**config.mk**
```make
export PLATFORM = sky130hd
export DESIGN_NAME = cart_mapper
export DESIGN_NICKNAME = d
export VERILOG_FILES = /design/src/mapper_pkg.sv /design/src/cart_config_regs.sv /design/src/bank_regs.sv /design/src/prg_bank_map.sv /design/src/chr_bank_map.sv /design/src/cart_mapper.sv
export VERILOG_INCLUDE_DIRS = /design/src
export SDC_FILE = /design/constraint.sdc
export NUM_CORES = 1
export LEC_CHECK = 0
export ABC_CLOCK_PERIOD_IN_PS = 1600
export BUFFER_PORTS_ARGS = -buffer_cell sky130_fd_sc_hd__buf_4
export CAP_MARGIN = 20
export CELL_PAD_IN_SITES_DETAIL_PLACEMENT = 0
export CELL_PAD_IN_SITES_GLOBAL_PLACEMENT = 1
export CORE_UTILIZATION = 39
export DETAILED_ROUTE_END_ITERATION = 10
export PLACE_DENSITY = 0.81
export SLEW_MARGIN = 25
export SYNTH_ARGS = -nofsm -noshare
export SYNTH_HDL_FRONTEND = slang
export SYNTH_SLANG_ARGS = --single-unit
```
**constraint.sdc**
```tcl
create_clock -name m2 -period 1.6 [get_ports m2]
set_input_delay 0.16 -clock m2 [delete_from_list [all_inputs] [get_ports m2]]
set_output_delay 0.16 -clock m2 [all_outputs]
set_load 0.1 [all_outputs]
```
**src/mapper_cfg.svh**
```systemverilog
`ifndef MAPPER_CFG_SVH
`define MAPPER_CFG_SVH

// Register offsets within $5xxx, decoded from CPU A2..A0
`define CFG_PRG_BASE_HI 3'd0  // PRG base A26..A22
`define CFG_PRG_BASE_LO 3'd1  // PRG base A21..A14
`define CFG_PRG_MASK    3'd2  // PRG mask A18..A14
`define CFG_CHR_BANK    3'd3  // Direct CHR bank, goes to the latch
`define CFG_CHR_MASK    3'd4  // CHR mask A17..A13
`define CFG_SRAM_PAGE   3'd5  // SRAM page 0..3
`define CFG_MAPPER      3'd6  // Mapper code plus flags
`define CFG_OPTIONS     3'd7  // Enables, mirroring, lockout

// Mapper codes as written to $5xx6 bits 4..0
`define MAP_NROM  5'd0
`define MAP_MMC1  5'd1
`define MAP_UXROM 5'd2
`define MAP_CNROM 5'd3
`define MAP_AXROM 5'd7

// MMC1 loader idle value, sentinel one in bit 5
`define MMC1_SHIFT_EMPTY 6'b100000

// Fixed last 16K bank for UxROM at $C000
`define PRG_LAST_BANK 5'b11111

`endif

```
**src/mapper_pkg.sv**
```systemverilog
`default_nettype none

package mapper_pkg;

	typedef logic [13:0] prg_addr_t;  // Flash/SRAM A26..A13
	typedef logic [12:0] prg_base_t;  // PRG base A26..A14
	typedef logic [4:0]  prg_mask_t;  // PRG mask A18..A14
	typedef logic [7:0]  chr_addr_t;  // CHR A17..A10
	typedef logic [4:0]  chr_mask_t;  // CHR mask A17..A13
	typedef logic [4:0]  mapper_id_t; // Mapper code
	typedef logic [7:0]  bank_t;      // One bank register

	// One CPU bus cycle as seen by the cartridge
	typedef struct packed {
		logic        romsel;  // Low for $8000..$FFFF
		logic        rw;      // Low on writes
		logic [14:0] addr;    // CPU A14..A0
		logic [7:0]  data;    // CPU D7..D0
	} cpu_bus_t;

	// Contents of the $5xxx register file
	typedef struct packed {
		prg_base_t  prg_base;
		prg_mask_t  prg_mask;
		chr_mask_t  chr_mask;
		logic [1:0] sram_page;
		mapper_id_t mapper;
		logic [2:0] flags;       // Spare mapper flags, $5xx6 bits 7..5
		logic       sram_en;
		logic       chr_wr_en;   // CHR-RAM writable
		logic       prg_wr_en;   // Flash writable
		logic [1:0] mirroring;   // Bit 0 picks A10 or A11
		logic       rom_at_6000; // Flash instead of SRAM at $6000
	} cart_cfg_t;

	// Mapper bank state
	typedef struct packed {
		bank_t      latch;      // UxROM/CNROM/AxROM latch, also NROM CHR bank
		logic [4:0] mmc1_ctrl;  // Mirroring, PRG mode, CHR mode
		logic [4:0] mmc1_chr0;
		logic [4:0] mmc1_chr1;
		logic [4:0] mmc1_prg;
	} bank_set_t;

endpackage

`default_nettype wire

```
**src/cart_config_regs.sv**
```systemverilog
`default_nettype none

`include "mapper_cfg.svh"

module cart_config_regs (
	input  wire                   m2,
	input  wire                   ppu_addr_in,    // Async reset, active high
	input  mapper_pkg::cpu_bus_t  cpu,
	output mapper_pkg::cart_cfg_t cfg,
	output mapper_pkg::bank_t     direct_bank,
	output logic                  direct_bank_wr,
	output logic                  mapper_wr
);

	logic lockout;  // Freezes $5xxx until reset
	logic cfg_wr;   // Write cycle aimed at $5000..$5FFF

	// Write at $5xxx while unlocked
	assign cfg_wr = !cpu.rw && cpu.romsel && (cpu.addr[14:12] == 3'b101) && !lockout;

	// Bank byte goes straight to bank_regs, loaded on the same edge
	assign direct_bank    = cpu.data;
	assign direct_bank_wr = cfg_wr && (cpu.addr[2:0] == `CFG_CHR_BANK);
	assign mapper_wr      = cfg_wr && (cpu.addr[2:0] == `CFG_MAPPER);  // Lets MMC1 loader reset

	always_ff @(posedge m2 or posedge ppu_addr_in)
	begin
		if (ppu_addr_in)
		begin
			cfg     <= '0;  // NROM, all enables off
			lockout <= 1'b0;
		end
		else if (cfg_wr)
		begin
			case (cpu.addr[2:0])
				`CFG_PRG_BASE_HI: cfg.prg_base[12:8] <= cpu.data[4:0];  // A26..A22
				`CFG_PRG_BASE_LO: cfg.prg_base[7:0] <= cpu.data;        // A21..A14
				`CFG_PRG_MASK:    cfg.prg_mask <= cpu.data[4:0];
				`CFG_CHR_MASK:    cfg.chr_mask <= cpu.data[4:0];
				`CFG_SRAM_PAGE:   cfg.sram_page <= cpu.data[1:0];
				`CFG_MAPPER:
				begin
					cfg.mapper <= cpu.data[4:0];
					cfg.flags  <= cpu.data[7:5];
				end
				`CFG_OPTIONS:
				begin
					// Bit 6 is unused
					lockout         <= cpu.data[7];
					cfg.rom_at_6000 <= cpu.data[5];
					cfg.mirroring   <= cpu.data[4:3];
					cfg.prg_wr_en   <= cpu.data[2];
					cfg.chr_wr_en   <= cpu.data[1];
					cfg.sram_en     <= cpu.data[0];
				end
				default: ;  // $5xx3 handled by bank_regs
			endcase
		end
	end

	// Once locked, no later edge may alter the configuration
	a_lockout_freeze: assert property (
		@(posedge m2) disable iff (ppu_addr_in)
		lockout |=> $stable(cfg)
	);

endmodule

`default_nettype wire

```
**src/bank_regs.sv**
```systemverilog
`default_nettype none

`include "mapper_cfg.svh"

module bank_regs (
	input  wire                   m2,
	input  wire                   ppu_addr_in,     // Async reset, active high
	input  mapper_pkg::cpu_bus_t  cpu,
	input  mapper_pkg::cart_cfg_t cfg,
	input  mapper_pkg::bank_t     direct_bank,
	input  wire                   direct_bank_wr,
	input  wire                   mapper_wr,
	output mapper_pkg::bank_set_t banks
);

	import mapper_pkg::*;

	mapper_id_t new_mapper;  // Code being written to $5xx6
	logic [5:0] shift_q;     // MMC1 load register, sentinel marks fill level
	logic [5:0] shift_nxt;
	logic       rom_wr;      // Write to $8000..$FFFF
	logic       latch_map;   // Simple latch mappers
	logic       mmc1_map;
	logic       mmc1_rst;    // Loader reset request

	assign new_mapper = cpu.data[4:0];
	assign rom_wr     = !cpu.rw && !cpu.romsel;
	assign latch_map  = (cfg.mapper == `MAP_UXROM) || (cfg.mapper == `MAP_CNROM) ||
		(cfg.mapper == `MAP_AXROM);
	assign mmc1_map   = (cfg.mapper == `MAP_MMC1);

	// Serial data enters at the top, bit 0 first
	assign shift_nxt = {cpu.data[0], shift_q[5:1]};

	// Bit 7 write, or switching the mapper to MMC1
	assign mmc1_rst = (rom_wr && mmc1_map && cpu.data[7]) ||
		(mapper_wr && (new_mapper == `MAP_MMC1));

	always_ff @(posedge m2 or posedge ppu_addr_in)
	begin
		if (ppu_addr_in)
		begin
			banks   <= '0;
			shift_q <= `MMC1_SHIFT_EMPTY;
		end
		else
		begin
			// Bank latch
			if (direct_bank_wr)
				banks.latch <= direct_bank;   // $5xx3, any mapper
			else if (rom_wr && latch_map)
				banks.latch <= cpu.data;      // Full byte, unused bits kept

			// MMC1 loader
			if (mmc1_rst)
			begin
				shift_q               <= `MMC1_SHIFT_EMPTY;
				banks.mmc1_ctrl[3:2]  <= 2'b11;  // Fix last bank at $C000
			end
			else if (rom_wr && mmc1_map)
			begin
				if (shift_nxt[0])
				begin
					// Fifth write, target picked by A14..A13
					case (cpu.addr[14:13])
						2'b00: banks.mmc1_ctrl <= shift_nxt[5:1];  // $8000
						2'b01: banks.mmc1_chr0 <= shift_nxt[5:1];  // $A000
						2'b10: banks.mmc1_chr1 <= shift_nxt[5:1];  // $C000
						2'b11: banks.mmc1_prg  <= shift_nxt[5:1];  // $E000
					endcase
					shift_q <= `MMC1_SHIFT_EMPTY;
				end
				else
					shift_q <= shift_nxt;
			end
		end
	end

	// Sentinel must always be present somewhere in the register
	a_shift_sentinel: assert property (
		@(posedge m2) disable iff (ppu_addr_in)
		shift_q != 6'b000000
	);

endmodule

`default_nettype wire

```
**src/prg_bank_map.sv**
```systemverilog
`default_nettype none

`include "mapper_cfg.svh"

module prg_bank_map (
	input  mapper_pkg::cpu_bus_t  cpu,
	input  mapper_pkg::cart_cfg_t cfg,
	input  mapper_pkg::bank_set_t banks,
	output mapper_pkg::prg_addr_t cpu_addr_out,
	output logic                  flash_we,
	output logic                  flash_oe,
	output logic                  sram_ce,
	output logic                  sram_we,
	output logic                  sram_oe
);

	import mapper_pkg::*;

	logic [5:0] prg_bank;  // A18..A13 before base and mask
	prg_mask_t  prg_hi;    // Masked A18..A14
	logic       at_6000;   // $6000..$7FFF
	logic       rom_acc;   // Flash access

	assign at_6000 = cpu.romsel && (cpu.addr[14:13] == 2'b11);
	assign rom_acc = !cpu.romsel || (at_6000 && cfg.rom_at_6000);

	always_comb
	begin
		case (cfg.mapper)
			`MAP_UXROM:  // 16K switchable below $C000
				prg_bank = {cpu.addr[14] ? `PRG_LAST_BANK : banks.latch[4:0], cpu.addr[13]};
			`MAP_AXROM:  // 32K pages
				prg_bank = {1'b0, banks.latch[2:0], cpu.addr[14:13]};
			`MAP_MMC1:
			begin
				case (banks.mmc1_ctrl[3:2])
					2'b10:  // First bank fixed at $8000
						prg_bank = cpu.addr[14] ? {1'b0, banks.mmc1_prg[3:0], cpu.addr[13]}
							: {5'b00000, cpu.addr[13]};
					2'b11:  // Last bank fixed at $C000
						prg_bank = cpu.addr[14] ? {5'b01111, cpu.addr[13]}
							: {1'b0, banks.mmc1_prg[3:0], cpu.addr[13]};
					default:  // 32K mode ignores prg bit 0
						prg_bank = {1'b0, banks.mmc1_prg[3:1], cpu.addr[14:13]};
				endcase
			end
			default:  // NROM, CNROM
				prg_bank = {3'b000, cpu.addr[14:13]};
		endcase
	end

	assign prg_hi = prg_bank[5:1] & ~cfg.prg_mask;

	// Flash gets base plus masked bank, SRAM gets only the page
	assign cpu_addr_out = rom_acc ? {cfg.prg_base | {8'b0, prg_hi}, prg_bank[0]}
		: {12'b0, cfg.sram_page};

	assign flash_we = cpu.rw | cpu.romsel | ~cfg.prg_wr_en;   // ROM area writes only
	assign flash_oe = ~cpu.rw | ~rom_acc;
	assign sram_ce  = ~(at_6000 & cfg.sram_en & ~cfg.rom_at_6000);
	assign sram_we  = cpu.rw;
	assign sram_oe  = ~cpu.rw;

	// Flash and SRAM never drive the data bus together
	always_comb
	begin
		a_no_bus_fight: assert final (flash_oe || sram_ce);
	end

endmodule

`default_nettype wire

```
**src/chr_bank_map.sv**
```systemverilog
`default_nettype none

`include "mapper_cfg.svh"

module chr_bank_map (
	input  wire   [13:0]          ppu_addr,
	input  wire                   ppu_rd,
	input  wire                   ppu_wr,
	input  mapper_pkg::cart_cfg_t cfg,
	input  mapper_pkg::bank_set_t banks,
	output mapper_pkg::chr_addr_t ppu_addr_out,
	output logic                  ppu_rd_out,
	output logic                  ppu_wr_out,
	output logic                  ppu_ciram_a10
);

	import mapper_pkg::*;

	chr_addr_t chr_bank;  // 1K bank, A17..A10

	always_comb
	begin
		case (cfg.mapper)
			`MAP_NROM, `MAP_CNROM:  // 8K from latch
				chr_bank = {banks.latch[4:0], ppu_addr[12:10]};
			`MAP_MMC1:
			begin
				if (!banks.mmc1_ctrl[4])
					chr_bank = {1'b0, banks.mmc1_chr0[4:1], ppu_addr[12:10]};  // 8K mode
				else if (!ppu_addr[12])
					chr_bank = {1'b0, banks.mmc1_chr0, ppu_addr[11:10]};       // 4K at $0000
				else
					chr_bank = {1'b0, banks.mmc1_chr1, ppu_addr[11:10]};       // 4K at $1000
			end
			default:  // UxROM, AxROM, fixed 8K
				chr_bank = {5'b00000, ppu_addr[12:10]};
		endcase
	end

	always_comb
	begin
		case (cfg.mapper)
			`MAP_AXROM:
				ppu_ciram_a10 = banks.latch[4];  // One-screen page
			`MAP_MMC1:
			begin
				case (banks.mmc1_ctrl[1:0])
					2'b00: ppu_ciram_a10 = 1'b0;         // One-screen low
					2'b01: ppu_ciram_a10 = 1'b1;         // One-screen high
					2'b10: ppu_ciram_a10 = ppu_addr[10]; // Vertical
					2'b11: ppu_ciram_a10 = ppu_addr[11]; // Horizontal
				endcase
			end
			default:
				ppu_ciram_a10 = cfg.mirroring[0] ? ppu_addr[11] : ppu_addr[10];
		endcase
	end

	assign ppu_addr_out = {chr_bank[7:3] & ~cfg.chr_mask, chr_bank[2:0]};

	// Pattern area only, nametables live in CIRAM
	assign ppu_rd_out = ppu_rd | ppu_addr[13];
	assign ppu_wr_out = ppu_wr | ppu_addr[13] | ~cfg.chr_wr_en;

endmodule

`default_nettype wire

```
**src/cart_mapper.sv**
```systemverilog
`default_nettype none

module cart_mapper (
	input  wire                   m2,
	input  wire                   ppu_addr_in,   // Async reset, active high
	input  wire                   romsel,
	input  wire                   cpu_rw_in,
	input  wire   [14:0]          cpu_addr_in,
	input  wire   [7:0]           cpu_data_in,
	input  wire                   ppu_rd_in,
	input  wire                   ppu_wr_in,
	input  wire   [13:0]          ppu_addr,
	output mapper_pkg::prg_addr_t cpu_addr_out,
	output logic                  flash_we,
	output logic                  flash_oe,
	output logic                  sram_ce,
	output logic                  sram_we,
	output logic                  sram_oe,
	output mapper_pkg::chr_addr_t ppu_addr_out,
	output logic                  ppu_rd_out,
	output logic                  ppu_wr_out,
	output logic                  ppu_ciram_a10
);

	import mapper_pkg::*;

	cpu_bus_t  cpu;             // CPU pins bundled
	cart_cfg_t cfg;
	bank_t     direct_bank;     // $5xx3 data
	logic      direct_bank_wr;
	logic      mapper_wr;       // $5xx6 strobe
	bank_set_t banks;

	assign cpu.romsel = romsel;
	assign cpu.rw     = cpu_rw_in;
	assign cpu.addr   = cpu_addr_in;
	assign cpu.data   = cpu_data_in;

	cart_config_regs u_config (
		.m2             (m2),
		.ppu_addr_in    (ppu_addr_in),
		.cpu            (cpu),
		.cfg            (cfg),
		.direct_bank    (direct_bank),
		.direct_bank_wr (direct_bank_wr),
		.mapper_wr      (mapper_wr)
	);

	bank_regs u_banks (
		.m2             (m2),
		.ppu_addr_in    (ppu_addr_in),
		.cpu            (cpu),
		.cfg            (cfg),
		.direct_bank    (direct_bank),
		.direct_bank_wr (direct_bank_wr),
		.mapper_wr      (mapper_wr),
		.banks          (banks)
	);

	prg_bank_map u_prg (
		.cpu          (cpu),
		.cfg          (cfg),
		.banks        (banks),
		.cpu_addr_out (cpu_addr_out),
		.flash_we     (flash_we),
		.flash_oe     (flash_oe),
		.sram_ce      (sram_ce),
		.sram_we      (sram_we),
		.sram_oe      (sram_oe)
	);

	chr_bank_map u_chr (
		.ppu_addr      (ppu_addr),
		.ppu_rd        (ppu_rd_in),
		.ppu_wr        (ppu_wr_in),
		.cfg           (cfg),
		.banks         (banks),
		.ppu_addr_out  (ppu_addr_out),
		.ppu_rd_out    (ppu_rd_out),
		.ppu_wr_out    (ppu_wr_out),
		.ppu_ciram_a10 (ppu_ciram_a10)
	);

endmodule

`default_nettype wire

```
After elaboration in Yosys (flattened, before gate mapping). Cells that the tools add are included.

Register bits: 67. Input port bits: 43. Output and inout port bits: 30. Logic and storage cells: 124.

Eq/ne operators: 21. Muxes and demuxes: 24. Bitwise operators: 20. Reduce and logical (&&, ||, !) cells: 40.

Operators with widths (number): 2-to-1 mux 5 bit (8); 2-to-1 mux 19 bit (2); 2-to-1 mux 6 bit (3); case mux 6 bit (3 select lines) (1); case mux 8 bit (2 select lines) (1); AND reduction 4 bit (4); equality test 3 bit, second input constant (5); 2-to-1 mux 14 bit (1); 2-to-1 mux 7 bit (2); AND reduction 2 bit (7); bitwise OR 13 x 5 -> 13 bit (1); equality test 2 bit, second input constant (6); logical AND 1 bit (12); case mux 6 bit (2 select lines) (1); AND 5 bit (2); equality test 5 x 1 -> 1 bit, second input constant (2); equality test 5 x 2 -> 1 bit, second input constant (2); inverter 5 bit (2); nonzero test 2 bit (4); inverter 1 bit (7); equality test 3 x 2 -> 1 bit, second input constant (2); bitwise OR 1 bit (6); equality test 5 x 3 -> 1 bit, second input constant (1); logical NOT 5 bit (1); 14 further kinds (22).

Depth between registers and ports, before layout.
Word-level depth: 9. Gate-level depth with buffers: 6. Mapped depth without buffers: 4.

Cells and area by module. From an unflattened synthesis, not the netlist that was laid out.

Cell total of the unflattened synthesis: 329. Area, all modules: 3803.6 µm².

By module, submodules not included: cart_config_regs (times used 1, cells an instance 109, area an instance 1692.9 µm², seq. area each 1001.0 µm²); bank_regs (times used 1, cells an instance 108, area an instance 1422.6 µm², seq. area each 827.0 µm²); prg_bank_map (times used 1, cells an instance 66, area an instance 386.6 µm², seq. area each 0.0 µm²); chr_bank_map (times used 1, cells an instance 46, area an instance 301.5 µm², seq. area each 0.0 µm²).

Worst setup path before layout. No wires, ideal clock.

Path type: reg-to-output. Start point: register u_config.cfg[11] (netlist name). End point: output port ppu_addr_out[7]. Arrival time: 3955 ps. Data required time: 1440 ps. Slack: -2515 ps. Cell stages (with the launch flop): 4. Buffers on the path: 1. Cells stage by stage: dfrtp_1 > buf_2 > or3_1 > nor4b_1.

Word-level cells in the longest chain between the ends: 4. Elaborated cells between the ends (all ways): 6. Those cells by class: eq/ne (2); mux (1); bitwise (1); reduce/logical (2).

Ends and longest elaborated chain: equality test 5 x 2 -> 1 bit / logical NOT 5 bit (equally long branches) (RTL line chr_bank_map.sv:23) `case (cfg.mapper)`; OR reduction 2 bit (RTL line chr_bank_map.sv:23); case mux 8 bit (2 select lines) (*) (RTL line chr_bank_map.sv:23); AND 5 bit (*) (RTL line chr_bank_map.sv:59) `assign ppu_addr_out = {chr_bank[7:3] & ~cfg.chr_mask, chr_bank[2:0]};`; end, declared (RTL line cart_mapper.sv:19) `output mapper_pkg::chr_addr_t ppu_addr_out,`.

Mark *: on every way between the ends. The rest lies on a longest branch, timed or not.

Worst setup path after layout.
Start point: register u_config.cfg[12] (netlist name). End point: output port cpu_addr_out[1].

Word-level cells in the longest chain between the ends: 5. Elaborated cells between the ends (all ways): 7. Those cells by class: eq/ne (3); mux (2); bitwise (2).

Ends and longest elaborated chain: equality test 5 x 1 -> 1 bit, or another cell as far along (RTL line prg_bank_map.sv:29) `case (cfg.mapper)`; case mux 6 bit (3 select lines) (*) (RTL line prg_bank_map.sv:29); AND 5 bit (*) (RTL line prg_bank_map.sv:52) `assign prg_hi = prg_bank[5:1] & ~cfg.prg_mask;`; bitwise OR 13 x 5 -> 13 bit (*) (RTL line prg_bank_map.sv:55) `assign cpu_addr_out = rom_acc ? {cfg.prg_base | {8'b0, prg_hi}, prg_bank[0]}`; 2-to-1 mux 14 bit (*) (RTL line prg_bank_map.sv:55); end, declared (RTL line cart_mapper.sv:13) `output mapper_pkg::prg_addr_t cpu_addr_out,`.

Marks and branches as above.

==> summary.md <==
| Metric | Value |
|---|---|
| CTS tree | yes |
| Final slew viol count | 0 |
| Asr flop ratio synth | 100% |
| First-pass GRT wire length | 14,300 µm |
| Later-pin clock latency in the skew report | 0.36 ns |
| Seq cells post-synth | 65 |
| GRT Total Usage | 22.2% |
| Routability cong. | 0.851 |
| Post-synthesis average cell area | 11.9 µm² |
| Final worst slack | -0.506 ns |
| # clock sinks | 65 |
| Clock slew at reported path FFs | 0.08 ns |
| Commonest non-fill, non-tap cells in the layout | 65 x buf_4, 62 x dfrtp_1, 40 x mux2_2 |
| Antenna-violating nets left | 0 |
| Port Buffer Count | 53 |
| H-tree depth | 3 |
| DRC | 0 |
| Hold Path Class | in -> reg |
| Final min period | 2.11 ns |
| Crit end category | output pin |
| Largest net degree at the start of global routing | 27 |
| Routed len/inst | 18.5 µm |
| Via count | 2,681 |
| Fmax | 475 MHz |
| Critical R2R Launch | u_config.cfg[12] |
| Yosys cell types | 51 |
| Clock skew | 0.00967 ns |
| Reg-to-Reg End | u_banks.banks[13] |
| LEAKAGE | 2.36 nW |
| DRT Pass-1 Iters | 4 |
| Mapped Cells | 280 |
| Io pins | 73 |
| Initial antenna violation count | 0 |
| Run status | finished with violations |
| Core box area | 8220 µm² |
| Ant diodes | 0 |
| Dominant synthesized flop cell | dfrtp_1 |
| DRT Wirelength | 9120 µm |
| Largest fanout on the critical path | 2 |
| Max-cap viol count | 0 |
| Worst hold slack | 0.0318 ns |
| Tcrit/Tclk final | 132% |
| Worst reg2reg path depth | 7 |
| Worst Tran Pin Value | 0.616 ns |
| Syn Std Cell Area | 3320 µm² |
| Starting DRT DRC Count | 101 |
| Critical path required time | 1.44 ns |
| Failing checks | negative setup slack |
| Final hold vios | 0 |
| Min-delay src | cpu_data_in[6] |
| RSZ-0062 raised after global routing | yes |
| Hold-critical path endpoint | u_config.cfg[32] |
| Worst slew margin | 58.9% |
| Vias in the first global route | 2,779 |
| Power per cell area | 863 nW/µm² |
| Most common cell after layout, fill and taps aside | buf_4 |
| Crit path largest cell delay | 0.41 ns |
| Register area share after synthesis | 49.0% |
| DP HPWL | 6300 µm |
| Longest Clk Path Bufs | 2 |
| Post-synth EDFFs | 0 |
| Row count | 33 |
| Setup violators final | 48 |
| Die area | 8890 µm² |
| Root Buffer | clkbuf_8 |
| Via density per instance | 5.45 |
| Yosys warning total | 0 |
| Pre-CTS setup slack | -0.282 ns |
| Worst path cell trace | or3b_1 -> nor4b_2 -> a311oi_1 -> o21ai_4 -> buf_12 |
| Crit path kind | reg -> out |
| Nets@finish | 425 |
| Ratio of cells with drive above 1 in the final layout | 68.0% |
| Critical Path AT | 1.95 ns |
| Starting density of the core | 40.4% |
| DIE HEIGHT | 94.3 µm |
| Crit start category | flop |
| Die width | 94.3 µm |
| VDD IR max | 443 µV |
| Slowest cell on crit path | or3b_1 |
| TritonCTS Buffers | 9 |
| Fillers | 626 |
| Post-Syn Nets | 323 |
| Area Growth Syn to Fin | 56.6% |
| Min-Delay Path Depth | 2 |
| Reg2reg setup slack | -0.26 ns |
| GRT overflow | 0 |
-- flip-flops by register name, indices dropped and copies added, names as in the netlist --
| signal | count |
|---|---|
| u_banks.banks | 24 |
| u_banks.shift_q | 5 |
| u_config.cfg | 35 |
| u_config.lockout | 1 |
-- stage by stage --
stage	power [mW]	utilization, %	setup TNS [ns]	cells	area (µm²)
after floorplan	2.42	-	-2.59	280	3490
after global placement	2.71	52.3	-4.71	469	4290
after detailed placement	2.73	52.3	-5.90	469	4290
after CTS	4.46	61.0	-10.81	492	5010
after global routing	4.63	63.3	-13.89	492	5200
final	4.49	63.3	-9.76	492	5200
-- area by class of cell --
class,instances,area (µm²),share of cell area [%]
Tap cell,105,131,2.53
Clock buffer,9,124,2.38
Inverter,5,22.5,0.433
Timing Repair Buffer,103,1140,21.9
Sequential cell,65,1630,31.4
Multi-Input combinational cell,198,2060,39.5
Clock inverter,7,95.1,1.83
-- cells in the mapped netlist, types with 2 or more instances --
cell type | number | share of area (%)
a211oi_1 | 6 | 1.4
a21oi_1 | 6 | 0.90
a22oi_1 | 5 | 1.1
a31oi_1 | 2 | 0.38
and2_1 | 13 | 2.4
buf_2 | 2 | 0.30
buf_4 | 3 | 0.68
clkbuf_1 | 7 | 0.79
dfrtp_1 | 64 | 48
inv_1 | 5 | 0.57
mux2_2 | 56 | 19
mux2_4 | 5 | 2.3
mux2i_1 | 2 | 0.60
nand2_1 | 21 | 2.4
nand2_2 | 2 | 0.38
nand2b_1 | 2 | 0.38
nand3_1 | 8 | 1.2
nand4_1 | 3 | 0.57
nor2_1 | 15 | 1.7
nor3_1 | 3 | 0.45
nor4b_1 | 3 | 0.79
nor4b_4 | 2 | 1.4
o21ai_0 | 13 | 2.0
o31a_1 | 3 | 0.79
or2_2 | 3 | 0.57
-- repair_timing --
action,4_1_cts,5_1_grt
setup endpoints to repair,62,74
gates cloned,1,0
hold endpoints to repair,22,0
hold buffers,1,0
gates resized for setup,112,48
pin swaps,16,26
buffers inserted,5,3
-- power by group --
part	switching (mW)	internal, mW	leakage, nW
logic	0.596	0.477	1.37
clock network	0.695	0.876	0.109
registers	0.100	1.75	0.882
total	1.39	3.10	2.36
-- how the worst max path moves through the flow --
stage	start	end
floorplan	u_config.cfg[11]	ppu_addr_out[7]
global placement	u_config.cfg[13]	cpu_addr_out[4]
detailed placement	u_config.cfg[13]	ppu_addr_out[4]
CTS	u_config.cfg[11]	cpu_addr_out[1]
global route	u_config.cfg[11]	cpu_addr_out[1]
finish	u_config.cfg[12]	cpu_addr_out[1]
-- worst max-delay path: cells and delay by family, from the launching register on --
family                 cells  cell delay [ns]
and+or+nand+nor            2             0.69
DFF                        1             0.39
AOI/OAI and AO/OA          2             0.32
buffers and inverters      1             0.19
-- routing by layer --
layer | GRT usage [%] | up-vias | wire (µm)
met5 | 0 | - | 0
met4 | 11.0 | 0 | 262
met3 | 4.61 | 19 | 330
met2 | 35.0 | 78 | 4480
met1 | 28.6 | 1359 | 4050
li1 | - | 1225 | -
-- kinds of logic after synthesis --
kind of cell    after synthesis  share of synthesized area, %
buf+inv                      17                          2.34
xor+xnor                      1                         0.264
simple gates                 92                          17.9
compound gates               42                          8.59
flops                        65                          49.0
mux                          63                          21.9
(Power assumes the default switching activity.)
